$ cat config.mk
export PLATFORM = sky130hd
export DESIGN_NAME = target_tracker_top
export DESIGN_NICKNAME = d
export VERILOG_FILES = /design/src/rtl/tracker_pkg.sv /design/src/rtl/color_threshold.sv /design/src/rtl/region_classifier.sv /design/src/rtl/tracker_regs.sv /design/src/rtl/target_tracker_top.sv
export VERILOG_INCLUDE_DIRS = /design/src /design/src/rtl
export SDC_FILE = /design/constraint.sdc
export NUM_CORES = 1
export LEC_CHECK = 0
export BUFFER_PORTS_ARGS = -buffer_cell sky130_fd_sc_hd__buf_4
export CAP_MARGIN = 20
export CORE_UTILIZATION = 55
export DETAILED_ROUTE_END_ITERATION = 10
export HOLD_SLACK_MARGIN = 0.12
export PLACE_DENSITY = 0.86
export SYNTH_ARGS = -nofsm -noshare
export SYNTH_HDL_FRONTEND = slang
export SYNTH_SLANG_ARGS = --single-unit
$ cat constraint.sdc
create_clock -name clk -period 5.1 [get_ports clk]
set_input_delay 0.765 -clock clk [delete_from_list [all_inputs] [get_ports clk]]
set_output_delay 0.765 -clock clk [all_outputs]
set_load 0.05 [all_outputs]
$ cat src/rtl/tracker_consts.svh
`ifndef TRACKER_CONSTS_SVH
`define TRACKER_CONSTS_SVH

// Frame geometry, pixels per row and rows per frame
`define FRAME_WIDTH     320
`define FRAME_HEIGHT    240

// Field widths
`define CHAN_W          4       // One RGB444 channel
`define EDGE_W          9       // Band edge, holds any column of a 320 wide row
`define DETECT_W        18      // Detection minimum
`define COUNT_W         18      // Orange count result
`define REG_DATA_W      18      // Register port data

// Register reset values
`define DEF_RED_MIN     10
`define DEF_GREEN_MIN   3
`define DEF_GREEN_MAX   9
`define DEF_BLUE_MAX    4
`define DEF_LEFT_EDGE   70      // Left band is columns 0..69
`define DEF_RIGHT_EDGE  290     // Right band starts at column 290
`define DEF_DETECT_MIN  768     // About 1% of a full frame

`endif

$ cat src/rtl/tracker_pkg.sv
`include "tracker_consts.svh"

package tracker_pkg;

    // One RGB444 pixel, red in the top nibble
    typedef struct packed {
        logic [`CHAN_W-1:0] red;
        logic [`CHAN_W-1:0] green;
        logic [`CHAN_W-1:0] blue;
    } pixel_t;

    // Orange colour window
    typedef struct packed {
        logic [`CHAN_W-1:0] red_min;
        logic [`CHAN_W-1:0] green_min;
        logic [`CHAN_W-1:0] green_max;
        logic [`CHAN_W-1:0] blue_max;
    } color_cfg_t;

    // Column band edges and detection minimum
    typedef struct packed {
        logic [`EDGE_W-1:0]   left_edge;
        logic [`EDGE_W-1:0]   right_edge;
        logic [`DETECT_W-1:0] detect_min;
    } region_cfg_t;

    // Steering direction, same codes as the older classifier
    typedef enum logic [2:0] {
        DIR_NONE   = 3'd0,
        DIR_LEFT   = 3'd1,
        DIR_RIGHT  = 3'd2,
        DIR_CENTER = 3'd3
    } direction_e;

    // Per-frame report
    typedef struct packed {
        logic                detected;
        direction_e          direction;
        logic [`COUNT_W-1:0] orange_count;
    } frame_result_t;

    // Configuration register map
    typedef enum logic [2:0] {
        REG_RED_MIN    = 3'd0,
        REG_GREEN_MIN  = 3'd1,
        REG_GREEN_MAX  = 3'd2,
        REG_BLUE_MAX   = 3'd3,
        REG_LEFT_EDGE  = 3'd4,
        REG_RIGHT_EDGE = 3'd5,
        REG_DETECT_MIN = 3'd6
    } reg_addr_e;

endpackage

$ cat src/rtl/color_threshold.sv
`timescale 1ns/100ps

module color_threshold import tracker_pkg::*; (
    input  logic       clk,
    input  logic       rst_n,
    input  pixel_t     pixel,        // Incoming RGB444 pixel
    input  logic       active_area,  // High over the visible part of a row
    input  color_cfg_t color_cfg,    // Programmed colour window
    output logic       is_orange,    // Registered orange decision
    output logic       active_d      // active_area one cycle late, aligned with is_orange
);

    logic red_ok;
    logic green_ok;
    logic blue_ok;
    logic in_window;

    // Red has only a floor, orange is strong in red
    assign red_ok = (pixel.red >= color_cfg.red_min);

    // Green must sit inside a band, too little is red, too much is yellow
    assign green_ok = (pixel.green >= color_cfg.green_min) &&
                      (pixel.green <= color_cfg.green_max);

    assign blue_ok = (pixel.blue <= color_cfg.blue_max);  // Blue only has a ceiling

    assign in_window = red_ok && green_ok && blue_ok;

    // One cycle of latency for both outputs
    always_ff @(posedge clk) begin
        if (!rst_n) begin
            is_orange <= 1'b0;
            active_d  <= 1'b0;
        end else begin
            is_orange <= active_area && in_window;  // Blanking data never counts
            active_d  <= active_area;
        end
    end

endmodule

$ cat src/rtl/region_classifier.sv
`timescale 1ns/100ps
`include "tracker_consts.svh"

module region_classifier import tracker_pkg::*; #(
    parameter int FRAME_WIDTH  = 320,  // Active pixels per row
    parameter int FRAME_HEIGHT = 240   // Rows per frame
) (
    input  logic          clk,
    input  logic          rst_n,
    input  logic          is_orange,   // Orange decision for the current pixel
    input  logic          active_d,    // Valid pixel this cycle
    input  region_cfg_t   region_cfg,  // Band edges and detection minimum
    output frame_result_t result,      // Held until the next frame ends
    output logic          frame_done   // One cycle pulse when result updates
);

    localparam int COL_W = $clog2(FRAME_WIDTH);
    localparam int ROW_W = $clog2(FRAME_HEIGHT);
    localparam int CNT_W = $clog2(FRAME_WIDTH * FRAME_HEIGHT + 1);  // Holds a full frame

    logic [COL_W-1:0] col;          // Column within the row
    logic [ROW_W-1:0] row;          // Row within the frame
    logic [CNT_W-1:0] left_cnt;
    logic [CNT_W-1:0] center_cnt;
    logic [CNT_W-1:0] right_cnt;
    logic [CNT_W-1:0] total_cnt;

    // Counter values including the pixel of this cycle
    logic [CNT_W-1:0] left_next;
    logic [CNT_W-1:0] center_next;
    logic [CNT_W-1:0] right_next;
    logic [CNT_W-1:0] total_next;

    logic       in_left;
    logic       in_center;
    logic       count_px;
    logic       row_end;
    logic       frame_end;
    logic       detect_next;
    direction_e dir_next;

    // Band select by column, left wins over center
    assign in_left   = (32'(col) < 32'(region_cfg.left_edge));
    assign in_center = !in_left && (32'(col) < 32'(region_cfg.right_edge));

    assign count_px = active_d && is_orange;

    assign left_next   = left_cnt + CNT_W'(count_px && in_left);
    assign center_next = center_cnt + CNT_W'(count_px && in_center);
    assign right_next  = right_cnt + CNT_W'(count_px && !in_left && !in_center);
    assign total_next  = total_cnt + CNT_W'(count_px);

    // Last pixel of a row, and of the last row
    assign row_end   = active_d && (col == COL_W'(FRAME_WIDTH - 1));
    assign frame_end = row_end && (row == ROW_W'(FRAME_HEIGHT - 1));

    assign detect_next = (32'(total_next) > 32'(region_cfg.detect_min));  // Strictly more

    // Steering priority is right, then center, then left
    always_comb begin
        dir_next = result.direction;  // Ties and misses keep the old heading
        if (detect_next) begin
            if (right_next > left_next) begin
                dir_next = DIR_RIGHT;
            end else if ((center_next > right_next) && (center_next > left_next)) begin
                dir_next = DIR_CENTER;
            end else if (left_next > right_next) begin
                dir_next = DIR_LEFT;
            end
        end
    end

    // Column and row position
    always_ff @(posedge clk) begin
        if (!rst_n) begin
            col <= '0;
            row <= '0;
        end else begin
            if (!active_d || row_end) begin
                col <= '0;  // Back to column 0 in blanking or after the last column
            end else begin
                col <= col + 1'b1;
            end
            if (frame_end) begin
                row <= '0;
            end else if (row_end) begin
                row <= row + 1'b1;
            end
        end
    end

    // Orange counters, cleared once the frame is reported
    always_ff @(posedge clk) begin
        if (!rst_n) begin
            left_cnt   <= '0;
            center_cnt <= '0;
            right_cnt  <= '0;
            total_cnt  <= '0;
        end else if (frame_end) begin
            left_cnt   <= '0;
            center_cnt <= '0;
            right_cnt  <= '0;
            total_cnt  <= '0;
        end else begin
            left_cnt   <= left_next;
            center_cnt <= center_next;
            right_cnt  <= right_next;
            total_cnt  <= total_next;
        end
    end

    // Frame report
    always_ff @(posedge clk) begin
        if (!rst_n) begin
            result     <= '{detected: 1'b0, direction: DIR_NONE, orange_count: '0};
            frame_done <= 1'b0;
        end else begin
            frame_done <= frame_end;
            if (frame_end) begin
                result.detected     <= detect_next;
                result.direction    <= dir_next;
                result.orange_count <= `COUNT_W'(total_next);  // Reported even when not detected
            end
        end
    end

endmodule

$ cat src/rtl/tracker_regs.sv
`timescale 1ns/100ps
`include "tracker_consts.svh"

module tracker_regs import tracker_pkg::*; (
    input  logic                   clk,
    input  logic                   rst_n,
    input  logic                   reg_we,      // Write strobe, one cycle
    input  reg_addr_e              reg_addr,    // Selects the field for write and read
    input  logic [`REG_DATA_W-1:0] reg_wdata,
    output logic [`REG_DATA_W-1:0] reg_rdata,   // Selected field, zero extended
    output color_cfg_t             color_cfg,
    output region_cfg_t            region_cfg
);

    // Colour window
    logic [`CHAN_W-1:0]   red_min;
    logic [`CHAN_W-1:0]   green_min;
    logic [`CHAN_W-1:0]   green_max;
    logic [`CHAN_W-1:0]   blue_max;

    // Band edges and detection minimum
    logic [`EDGE_W-1:0]   left_edge;
    logic [`EDGE_W-1:0]   right_edge;
    logic [`DETECT_W-1:0] detect_min;

    // Write side, only the low bits that fit the field are kept
    always_ff @(posedge clk) begin
        if (!rst_n) begin
            red_min    <= `CHAN_W'(`DEF_RED_MIN);
            green_min  <= `CHAN_W'(`DEF_GREEN_MIN);
            green_max  <= `CHAN_W'(`DEF_GREEN_MAX);
            blue_max   <= `CHAN_W'(`DEF_BLUE_MAX);
            left_edge  <= `EDGE_W'(`DEF_LEFT_EDGE);
            right_edge <= `EDGE_W'(`DEF_RIGHT_EDGE);
            detect_min <= `DETECT_W'(`DEF_DETECT_MIN);
        end else if (reg_we) begin
            case (reg_addr)
                REG_RED_MIN:    red_min    <= reg_wdata[`CHAN_W-1:0];
                REG_GREEN_MIN:  green_min  <= reg_wdata[`CHAN_W-1:0];
                REG_GREEN_MAX:  green_max  <= reg_wdata[`CHAN_W-1:0];
                REG_BLUE_MAX:   blue_max   <= reg_wdata[`CHAN_W-1:0];
                REG_LEFT_EDGE:  left_edge  <= reg_wdata[`EDGE_W-1:0];
                REG_RIGHT_EDGE: right_edge <= reg_wdata[`EDGE_W-1:0];
                REG_DETECT_MIN: detect_min <= reg_wdata[`DETECT_W-1:0];
                default: ;  // Unmapped address, write is dropped
            endcase
        end
    end

    // Read-back mux
    always_comb begin
        case (reg_addr)
            REG_RED_MIN:    reg_rdata = `REG_DATA_W'(red_min);
            REG_GREEN_MIN:  reg_rdata = `REG_DATA_W'(green_min);
            REG_GREEN_MAX:  reg_rdata = `REG_DATA_W'(green_max);
            REG_BLUE_MAX:   reg_rdata = `REG_DATA_W'(blue_max);
            REG_LEFT_EDGE:  reg_rdata = `REG_DATA_W'(left_edge);
            REG_RIGHT_EDGE: reg_rdata = `REG_DATA_W'(right_edge);
            REG_DETECT_MIN: reg_rdata = `REG_DATA_W'(detect_min);
            default:        reg_rdata = '0;  // Unmapped reads as zero
        endcase
    end

    // Split into the two config groups
    assign color_cfg = '{
        red_min:   red_min,
        green_min: green_min,
        green_max: green_max,
        blue_max:  blue_max
    };

    assign region_cfg = '{
        left_edge:  left_edge,
        right_edge: right_edge,
        detect_min: detect_min
    };

endmodule

$ cat src/rtl/target_tracker_top.sv
`timescale 1ns/100ps
`include "tracker_consts.svh"

module target_tracker_top import tracker_pkg::*; (
    input  logic                   clk,
    input  logic                   rst_n,
    input  pixel_t                 pixel,        // Camera pixel, one per clock
    input  logic                   active_area,  // Visible part of the row
    input  logic                   reg_we,
    input  reg_addr_e              reg_addr,
    input  logic [`REG_DATA_W-1:0] reg_wdata,
    output logic [`REG_DATA_W-1:0] reg_rdata,
    output frame_result_t          result,       // Latest frame report
    output logic                   frame_done    // Pulse on each new report
);

    color_cfg_t  color_cfg;
    region_cfg_t region_cfg;
    logic        is_orange;  // From threshold stage, one cycle behind pixel
    logic        active_d;

    // Configuration registers
    tracker_regs u_regs (
        .clk        (clk),
        .rst_n      (rst_n),
        .reg_we     (reg_we),
        .reg_addr   (reg_addr),
        .reg_wdata  (reg_wdata),
        .reg_rdata  (reg_rdata),
        .color_cfg  (color_cfg),
        .region_cfg (region_cfg)
    );

    // Per-pixel colour decision
    color_threshold u_threshold (
        .clk         (clk),
        .rst_n       (rst_n),
        .pixel       (pixel),
        .active_area (active_area),
        .color_cfg   (color_cfg),
        .is_orange   (is_orange),
        .active_d    (active_d)
    );

    // Band counts and end-of-frame decision
    region_classifier #(
        .FRAME_WIDTH  (`FRAME_WIDTH),
        .FRAME_HEIGHT (`FRAME_HEIGHT)
    ) u_classifier (
        .clk        (clk),
        .rst_n      (rst_n),
        .is_orange  (is_orange),
        .active_d   (active_d),
        .region_cfg (region_cfg),
        .result     (result),
        .frame_done (frame_done)
    );

endmodule

==> results of run 1 <==
## metrics by stage
step	hold slack, ns	area, µm²
after floorplan	0.4395	9430
after global placement	0.4549	10270
after detailed placement	0.4604	10270
after CTS	0.4742	10860
after global routing	0.4942	11190
final	0.4700	11190
## routing by layer
layer / up-vias / GRT usage, % / part of all wire [%]
met4: 0 / 11.49 / 3.7
met5: - / 0 / 0
met3: 83 / 4.559 / 7.5
met2: 376 / 43.86 / 47
met1: 4010 / 35.43 / 42
li1: 4038 / - / -
## final timing paths
path,from,to,cells past startpoint
worst max-delay path,u_classifier.col[1],u_classifier.result[19],25
worst min-delay path,u_classifier.result[13],u_classifier.result[13],2
worst max register to register,u_classifier.col[1],u_classifier.result[19],25
worst min register to register,u_classifier.result[13],u_classifier.result[13],2
## placed cells by master (no fill, tap or decap), types with 13 or more instances in the layout
cell type | netlist | final
dfxtp_1 | 160 | 158
nand2_1 | 145 | 144
nor2_1 | 111 | 107
buf_4 | 2 | 104
inv_1 | 95 | 93
ha_1 | 92 | 85
xnor2_1 | 51 | 45
nand3_1 | 41 | 39
a21boi_0 | 34 | 34
xor2_1 | 35 | 32
and3_1 | 28 | 28
nor2b_1 | 26 | 26
nand4_1 | 24 | 24
o21ai_0 | 26 | 24
a21o_1 | 22 | 22
a21oi_1 | 24 | 22
mux2i_1 | 18 | 18
clkbuf_16 | 0 | 17
o211ai_1 | 15 | 15
nor3_1 | 14 | 13
and2_1 | 14 | 13
## power by group through the flow
stage	clock network (µW)	logic (µW)	registers [µW]
2_1_floorplan	0	111	1290
3_3_place_gp	0	163	1300
3_5_place_dp	0	166	1300
4_1_cts	1260	168	1270
5_1_grt	1300	188	1270
6_report	1250	174	1270
## cell type report
cell class                      count  area, µm²  share of cell area [%]
Clock buffer                       21      470.5                   4.206
Sequential cell                   160       3206                   28.66
Multi-Input combinational cell    834       5964                   53.32
Tap cell                          220      275.3                   2.461
Clock inverter                     11      108.9                  0.9732
Inverter                           96      360.3                   3.221
Timing Repair Buffer              105      800.8                   7.159
## flip-flops by register name, summed over array words and instances, names as in the netlist
name	count
u_classifier.right_cnt	17
u_regs.green_min	4
u_classifier.col	9
u_classifier.total_cnt	17
u_classifier.row	8
u_regs.left_edge	9
u_regs.red_min	4
u_classifier.frame_done	1
u_classifier.left_cnt	17
u_classifier.result	20
u_regs.blue_max	4
u_threshold.is_orange	1
u_classifier.center_cnt	17
u_regs.right_edge	9
u_regs.green_max	4
u_threshold.active_d	1
u_regs.detect_min	18
## cells by family after synthesis
logic type	after synthesis	synth area share, %
AOI/OAI and AO/OA	178	13.79
DFF	160	33.98
adders and majority gates	98	12.86
xor gates and xnor gates	87	8.163
muxes	22	2.628
and+or+nand+nor	447	22.90
buffers and inverters	139	5.641
other	1	0.03978
## critical path, cell delays in order (launching register included)
cell and delay [ns]:
dfxtp_2 0.38, ha_4 0.21, a21o_1 0.17, a21o_1 0.17
a21o_1 0.17, a21o_1 0.18, a21o_1 0.17, a21o_1 0.17
a21o_1 0.18, a21oi_2 0.13, nor3b_2 0.18, ha_2 0.24
nand2_1 0.12, nor2_1 0.14, nand2_1 0.11, xnor2_2 0.20
ha_1 0.38, o21ai_0 0.11, a2111o_1 0.35, a41oi_2 0.21
a221oi_2 0.06, maj3_1 0.39, nand2_1 0.11, a21oi_1 0.09
o21a_1 0.18, a31oi_1 0.11
## what timing repair did
| item | CTS | global route |
|---|---|---|
| pin swaps | 2 | 20 |
| setup buffers | 0 | 6 |
| resized for setup | 3 | 45 |
| setup endpoints to repair | 2 | 2 |
==> reports/metrics.cfg, run 1 <==
[outcome]
status=complete, no violations

[worst_setup_path]
reg2reg_setup_slack_ns=0.13
timing.critical_path.to_type=flip-flop
arrival_ns=5.34
timing.critical_path.fanout_max=5
worst_setup_path_start_kind=flip-flop
cp_data_required_time_ns=5.47
critPathKind=reg2reg

[floorplan]
dieArea_um2=17670
std_cell_rows=47
core_area_um2=16640
pin_count=78
horizontal_extent_of_the_die_um=132.9
die_h_um=132.9
initial_core_util_pct=56.64

[yosys]
syn_avg_cell_area_um2=8.327
post_synth_inst_count=1132
postSynth.topFlopCell=dfxtp_1
syn-cell-area_um2=9427
synth_top_area_cell=dfxtp_1
synth_async_sr_flop_share_pct=0
ys_types=65
synth.top_cells.by_count=160 x dfxtp_1, 145 x nand2_1, 111 x nor2_1
seq_area_frac_synth_pct=33.98
post-synth-top-count-cell=dfxtp_1
postSynthRegisterBits=160
count_of_yosys_warnings_during_synthesis=0
netlist_top_cells_area=dfxtp_1 34%, ha_1 12%, nand2_1 5.8%
count_of_flip_flops_with_a_built_in_enable_after_synthesis=0
synth_top_cell_area_share_pct=33.98

[timing]
timing.final.hold_violations=0
final_critical_path_time_including_i_o_delays_and_setup_ns=4.972
max_slew_margin_pct=38.64
setup_viol=0
worst_slew_pin_slew_ns=0.9183
layout_worst_path_cycle_share_pct=97.50
final_critical_path_setup_slack_ns=0.1276
fin_worst_skew_ns=0.008778
fin_tns_setup_ns=0
final_max_slew_viol_count=0
timing.fmax_mhz=201.1

[drt]
dr.first_iter.drc_count=945
detailroute.via_count=8507
ant_nets=0
drt-wirelength-per-cell_um=17.09
routed_vias_inst=5.879
drc=0
first_pass_iters=5
detail_route.wirelength_mm=24.73

[cts]
worst_skew_pair.late_latency_ns=0.44
tritoncts=done
clock_slew_at_reported_path_ffs_ns=0.06
clock_tree_root_buffer_cell=clkbuf_16
ctsLongestPathBuffers=2
post_cts_hold_buffer_count=0
clock_sink_count=160
cts_made_buffers=17
h-tree-depth=4

[layout]
design.final.nets=1343
drive_above_1_share_pct=15.48
post_layout_nonfiller_instances=1447
diodes=0
finalCoreUtilization_pct=67.21
area.growth.synth_to_final_pct=18.66
fillCellCount=1173

[job]
max-cap-violations=0

[global_routing]
grt_pass1_vias=7881
grt_antenna_before_repair=0
global_route_usage_sum_pct=27.04
grt_max_degree=88
grt_remaining_overflow=0
first_pass_grt_wire_length_mm=38.19

[hold_path]
worstHoldPathType=reg2reg

[pwr]
clock_power_share_pct=46.4
vdd.ir_drop.worst_v=0.0002547
net-switching-power_uw=651.0
share_comb_of_total_power_pct=6.5
internal_power_of_the_cells_uw=2042
report.power.total_uw=2693
powerDensity_nw_per_um2=240.7
total_leakage_power_uw=0.005119
sw_frac_of_total_pct=24.18
share_seq_of_total_power_pct=47.1

[placed_design]
dp.cells=1407
dpl.hpwl_mm=16.83
port_buffers=75
detailedPlace.worstSlack_ns=-0.1853
gp_congestion=0.9097

(Power assumes the default switching activity.)
==> inputs of run 2 (changes only) <==
CORE_UTILIZATION = 50   (was 55)
PLACE_DENSITY = 0.8   (was 0.86)
==> run 2 against run 1 <==
- sequential cell count unchanged
- global-route usage shrank 2.6 points
- clock-buffer cell count decreased by 1
- worst setup slack improved by 0.053 ns
- maximum frequency up 1.1%
- largest power group is now the clock network
- non-clock buffer count fell by 3
- register-to-register slack gained 0.05 ns
- utilization decreased by 6.0 points
- die area up 9.8%
- hold slack barely moved
==> reports/metrics.cfg, run 2 (same netlist as run 1, synthesis figures left out) <==
[cts]
ctsLongestPathBuffers=2
tritoncts=done
clock_tree_root_buffer_cell=clkbuf_16
worst_skew_pair.late_latency_ns=0.44
clock_sink_count=160
h-tree-depth=4
clock_slew_at_reported_path_ffs_ns=0.06
cts_made_buffers=17
post_cts_hold_buffer_count=0

[worst_setup_path]
path_common_cell=a21o_1
worst_path_largest_cell_delay_ns=0.43
critPathKind=reg2reg
timing.critical_path.fanout_max=5
arrival_ns=5.28
critical-path-slowest-cell=a2111o_1
worst_setup_path_start_kind=flip-flop
timing.critical_path.to_type=flip-flop
r2r-end=u_classifier.result[19]
ff2ff_path_depth=24
crit-reg2reg-launch=u_classifier.col[1]
worstPathCellList=ha_4 -> a21o_1 -> a21o_1 -> a21o_1 -> a21o_1 -> a21o_1 -> a21o_1 -> a21o_1 -> a21oi_2 -> nor3b_2 -> ha_2 -> buf_4 -> nand3_1 -> xnor2_1 -> ha_1 -> nor3b_1 -> a2111o_1 -> a41oi_2 -> a221oi_2 -> maj3_2 -> nand2_1 -> a21oi_1 -> o21a_1 -> a31oi_1
reg2reg_setup_slack_ns=0.18
cp_data_required_time_ns=5.46

[layout]
leading_cell_type_in_the_layout_fill_and_taps_excluded=dfxtp_1
design.final.nets=1340
post_layout_nonfiller_instances=1453
largest_register_ffs=20
diodes=0
max_flop_register=u_classifier.result
finalCoreUtilization_pct=61.24
reg_top3=u_classifier.result (20), u_regs.detect_min (18)
drive_above_1_share_pct=14.87
layout_common_cells=158 x dfxtp_1, 143 x nand2_1, 108 x nor2_1
area.growth.synth_to_final_pct=18.29

[drt]
drc=0
routed_vias_inst=5.731
first_pass_iters=5
drt-wirelength-per-cell_um=16.49
ant_nets=0
detail_route.wirelength_mm=23.96
detailroute.via_count=8327
dr.first_iter.drc_count=554

[timing]
final_critical_path_time_including_i_o_delays_and_setup_ns=4.919
post_route_worst_hold_slack_ns=0.4698
final_max_slew_viol_count=0
worst_slew_pin_slew_ns=0.9600
timing.final.hold_violations=0
max_slew_margin_pct=35.86
layout_worst_path_cycle_share_pct=96.46
setup_viol=0
fin_worst_skew_ns=0.009970
timing.fmax_mhz=203.3

[hold_path]
worstHoldPathType=reg2reg
holdCritStartpoint=u_classifier.result[14]
hold_path_end=u_classifier.result[14]
worst_hold_depth=2

[global_routing]
grt_max_degree=87
global_route_usage_sum_pct=24.47
grt_remaining_overflow=0
grt_pass1_vias=7810
grt_antenna_before_repair=0
first_pass_grt_wire_length_mm=38.19

[pwr]
powerDensity_nw_per_um2=248.7
vdd.ir_drop.worst_v=0.0002444
total_leakage_power_uw=0.005088

[floorplan]
core_area_um2=18210
pin_count=78
die_h_um=139.3
horizontal_extent_of_the_die_um=139.3
initial_core_util_pct=51.77
dieArea_um2=19410
std_cell_rows=49

[placed_design]
dpl.hpwl_mm=16.86
port_buffers=75
gp_congestion=0.9050
dp.cells=1415

[job]
max-cap-violations=0

[outcome]
status=complete, no violations

-- run 2: cell count changes in the layout (fill, tap and decap cells not counted), sizes merged --
cell | before | now
buf | 105 | 102
clkbuf | 21 | 20
clkinv | 6 | 4
clkinvlp | 4 | 3
inv | 96 | 98
bufinv | 1 | 3
-- run 2: per-layer routing --
layer,vias to the layer above,wire [µm],track usage [%]
met2,318,11110,40.25
met5,-,0,0
li1,4041,-,-
met3,60,1471,3.957
met4,0,725,10.29
met1,3908,10660,31.78
-- run 2: repair_timing --
| action | 4_1_cts | 5_1_grt |
|---|---|---|
| setup buffers | 0 | 4 |
| pin swaps | 1 | 24 |
| gates resized for setup | 3 | 37 |
| setup endpoints to repair | 2 | 2 |
| endpoints found under the hold margin | 0 | 0 |
-- run 2: area by class of cell --
type                            instances  area [µm²]
Clock buffer                           20       456.7
Tap cell                              229       286.5
Clock inverter                         12       157.7
Sequential cell                       160        3206
Multi-Input combinational cell        834        5898
Inverter                               96       360.3
Timing Repair Buffer                  102       785.8
Fill cell                            1420        7058
-- run 2: power by group --
group,internal [µW],total [µW],switching (µW)
Sequential,1260,1270,8.24
Combinational,69.0,175,106
Clock,798,1330,531
-- run 2: through the flow --
| step | power (µW) | worst slack, ns | instance area (µm²) | TNS [ns] |
|---|---|---|---|---|
| 2_1_floorplan | 1404 | 0.1734 | 9430 | 0 |
| 3_3_place_gp | 1461 | 0.05768 | 10270 | 0 |
| 3_5_place_dp | 1464 | -0.09021 | 10270 | -0.09021 |
| 4_1_cts | 2774 | 0.04696 | 10900 | 0 |
| 5_1_grt | 2852 | -0.08364 | 11150 | -0.1173 |
| 6_report | 2773 | 0.1806 | 11150 | 0 |
-- run 2: how the worst max path moves through the flow --
stage	start	to	slack, ns	cells after the start
after detailed placement	u_regs.right_edge[1]	u_classifier.result[18]	-0.09	27
final	u_classifier.col[1]	u_classifier.result[19]	0.18	24
after floorplan	u_regs.right_edge[1]	u_classifier.result[18]	0.17	26
after CTS	u_regs.right_edge[1]	u_classifier.result[18]	0.05	27
after global placement	u_regs.right_edge[1]	u_classifier.result[18]	0.06	27
after global routing	u_regs.right_edge[1]	u_classifier.result[19]	-0.08	26
-- run 2: worst max-delay path: cells and delay by family, from the launching register on --
kind                       cells  cell delay, ns
AOI/OAI and AO/OA             14            2.49
and+or+nand+nor                4            0.42
xor gates and xnor gates       1            0.32
buffers and inverters          1            0.15
DFF                            1            0.38
adders and majority gates      4            1.07
==> inputs of run 3 (changes only) <==
==> constraint.sdc (replaced) <==
create_clock -name clk -period 5.1 [get_ports clk]
set_input_delay 0 -clock clk [delete_from_list [all_inputs] [get_ports clk]]
set_output_delay 0 -clock clk [all_outputs]
set_load 0.05 [all_outputs]
==> run 3 against run 2 <==
- wire length up 2.3%
- via count grew 1.5%
- largest cell class unchanged
- final cell count is 1.8% higher
- combinational power increased by 7%
- clock skew down 0.0016 ns
- critical endpoint unchanged
- highest routed layer unchanged
- non-clock buffer count grew 26
==> reports/metrics.cfg, run 3 (same netlist as run 1, synthesis figures left out) <==
[drt]
routed_vias_inst=5.715
ant_nets=0
first_pass_iters=5
drc=0
drt-wirelength-per-cell_um=16.57
detailroute.via_count=8452
detail_route.wirelength_mm=24.51
dr.first_iter.drc_count=533

[timing]
fin_worst_skew_ns=0.008391
setup_viol=0
final_max_slew_viol_count=0
layout_worst_path_cycle_share_pct=99.17
timing.fmax_mhz=197.7
worst_slew_pin_slew_ns=1.024
timing.final.hold_violations=0
max_slew_margin_pct=31.56
final_critical_path_time_including_i_o_delays_and_setup_ns=5.057
post_route_worst_hold_slack_ns=0.1335

[cts]
clock_sink_count=160
ctsLongestPathBuffers=2
clock_tree_root_buffer_cell=clkbuf_16
cts_made_buffers=17
clock_slew_at_reported_path_ffs_ns=0.07
tritoncts=done
worst_skew_pair.late_latency_ns=0.43
h-tree-depth=4

[pwr]
total_leakage_power_uw=0.005224
powerDensity_nw_per_um2=236.0
report.power.total_uw=2691
vdd.ir_drop.worst_v=0.0002463

[global_routing]
grt_pass1_vias=7744
grt_max_degree=87
first_pass_grt_wire_length_mm=37.95
global_route_usage_sum_pct=24.36
grt_remaining_overflow=0
grt_antenna_before_repair=0

[worst_setup_path]
timing.critical_path.fanout_max=3
critPathKind=reg2reg
critical-path-slowest-cell=dfxtp_2
timing.critical_path.max_delay_family=compound AO/OA/AOI/OAI gates
reg2reg_setup_slack_ns=0.04
worst-path-buf-inv=3
ff2ff_path_depth=26
crit-reg2reg-launch=u_regs.right_edge[1]
cp_data_required_time_ns=5.45
path_common_cell=a21o_1
worst_path_largest_cell_delay_ns=0.33
arrival_ns=5.41
r2r-end=u_classifier.result[19]
worst_setup_path_start_kind=flip-flop
timing.critical_path.depth=26
timing.critical_path.to_type=flip-flop

[layout]
diodes=0
area.growth.synth_to_final_pct=20.97
fillCellCount=1382
largest_register_ffs=20
leading_cell_type_in_the_layout_fill_and_taps_excluded=dfxtp_1
layout_common_cells=158 x dfxtp_1, 144 x nand2_1, 108 x nor2_1
reg_top3=u_classifier.result (20), u_regs.detect_min (18)
design.final.nets=1366
max_flop_register=u_classifier.result
drive_above_1_share_pct=15.68

[floorplan]
die_h_um=139.3
pin_count=78
dieArea_um2=19410
std_cell_rows=49
core_area_um2=18210
initial_core_util_pct=51.77
horizontal_extent_of_the_die_um=139.3

[hold_path]
holdCritStartpoint=pixel[3]
worst_hold_depth=5
worstHoldPathType=in2reg
hold_path_end=u_threshold.is_orange

[placed_design]
dpl.hpwl_mm=17.06
gp_congestion=0.9041
port_buffers=75

[outcome]
status=complete, no violations

[job]
max-cap-violations=0

-- run 3: cell count changes in the layout (fill, tap and decap cells not counted), moves of 3 or more --
cell / delta
clkinv_4: +3
xnor2_2: +3
buf_4: +4
xnor2_1: -3
dlygate4sd3_1: +21
-- run 3: how the worst max path moves through the flow --
stage	to	slack [ns]	from
final	u_classifier.result[19]	0.04	u_regs.right_edge[1]
after detailed placement	u_classifier.result[18]	-0.15	u_regs.right_edge[1]
after floorplan	u_classifier.result[18]	0.17	u_regs.right_edge[1]
after global placement	u_classifier.result[18]	0.06	u_regs.right_edge[1]
after global routing	u_classifier.result[19]	-0.15	u_regs.right_edge[1]
after CTS	u_classifier.result[19]	0.01	u_regs.right_edge[1]
-- run 3: cell type report --
type	instances	area, µm²	area share (%)
multi-input cells	834	5943	52.12
clock buffers	20	466.7	4.093
flip-flops and latches	160	3206	28.11
clock inverters	12	111.4	0.9765
well taps	229	286.5	2.513
repair buffers	128	1030	9.030
inverters	96	360.3	3.160
-- run 3: where the power goes --
part	switching (µW)	internal [µW]	total, µW	leakage, µW
clock	524	711	1230	0.000278
combinational	108	79.0	187	0.00365
sequential	8.33	1260	1270	0.00129
total	641	2050	2690	0.00522
-- run 3: repair_timing --
item                                    4_1_cts  5_1_grt
endpoints found under the hold margin        53        0
pin swaps                                     2       34
resized for setup                             6       44
hold buffers                                 21        0
setup buffers                                 0        9
endpoints found under the setup margin        2        2
-- run 3: per-stage QoR --
| step | instance area, µm² | TNS (ns) | cells | setup WS, ns | utilization [%] |
|---|---|---|---|---|---|
| 5_1_grt | 11400 | -0.3014 | 1479 | -0.1520 | 62.63 |
| 6_report | 11400 | 0 | 1479 | 0.04251 | 62.63 |
| 3_3_place_gp | 10280 | 0 | 1416 | 0.05786 | 56.45 |
| 3_5_place_dp | 10280 | -0.1723 | 1416 | -0.1468 | 56.45 |
| 2_1_floorplan | 9430 | 0 | 1133 | 0.1734 | - |
| 4_1_cts | 11090 | 0 | 1469 | 0.01280 | 60.92 |
-- run 3: worst min-delay path: cells and delay by family --
| family | cells | cell delay, ns |
|---|---|---|
| AOI/OAI and AO/OA | 2 | 0.19 |
| buffers and inverters | 1 | 0.08 |
| adders and majority gates | 1 | 0.13 |
| and+or+nand+nor | 1 | 0.10 |
-- run 3: layer usage --
layer | vias up | global-route usage [%] | wire (µm)
li1 | 4096 | - | -
met2 | 320 | 40.12 | 11590
met4 | 0 | 9.766 | 718
met5 | - | 0 | 0
met3 | 51 | 3.304 | 1480
met1 | 3985 | 32.17 | 10730
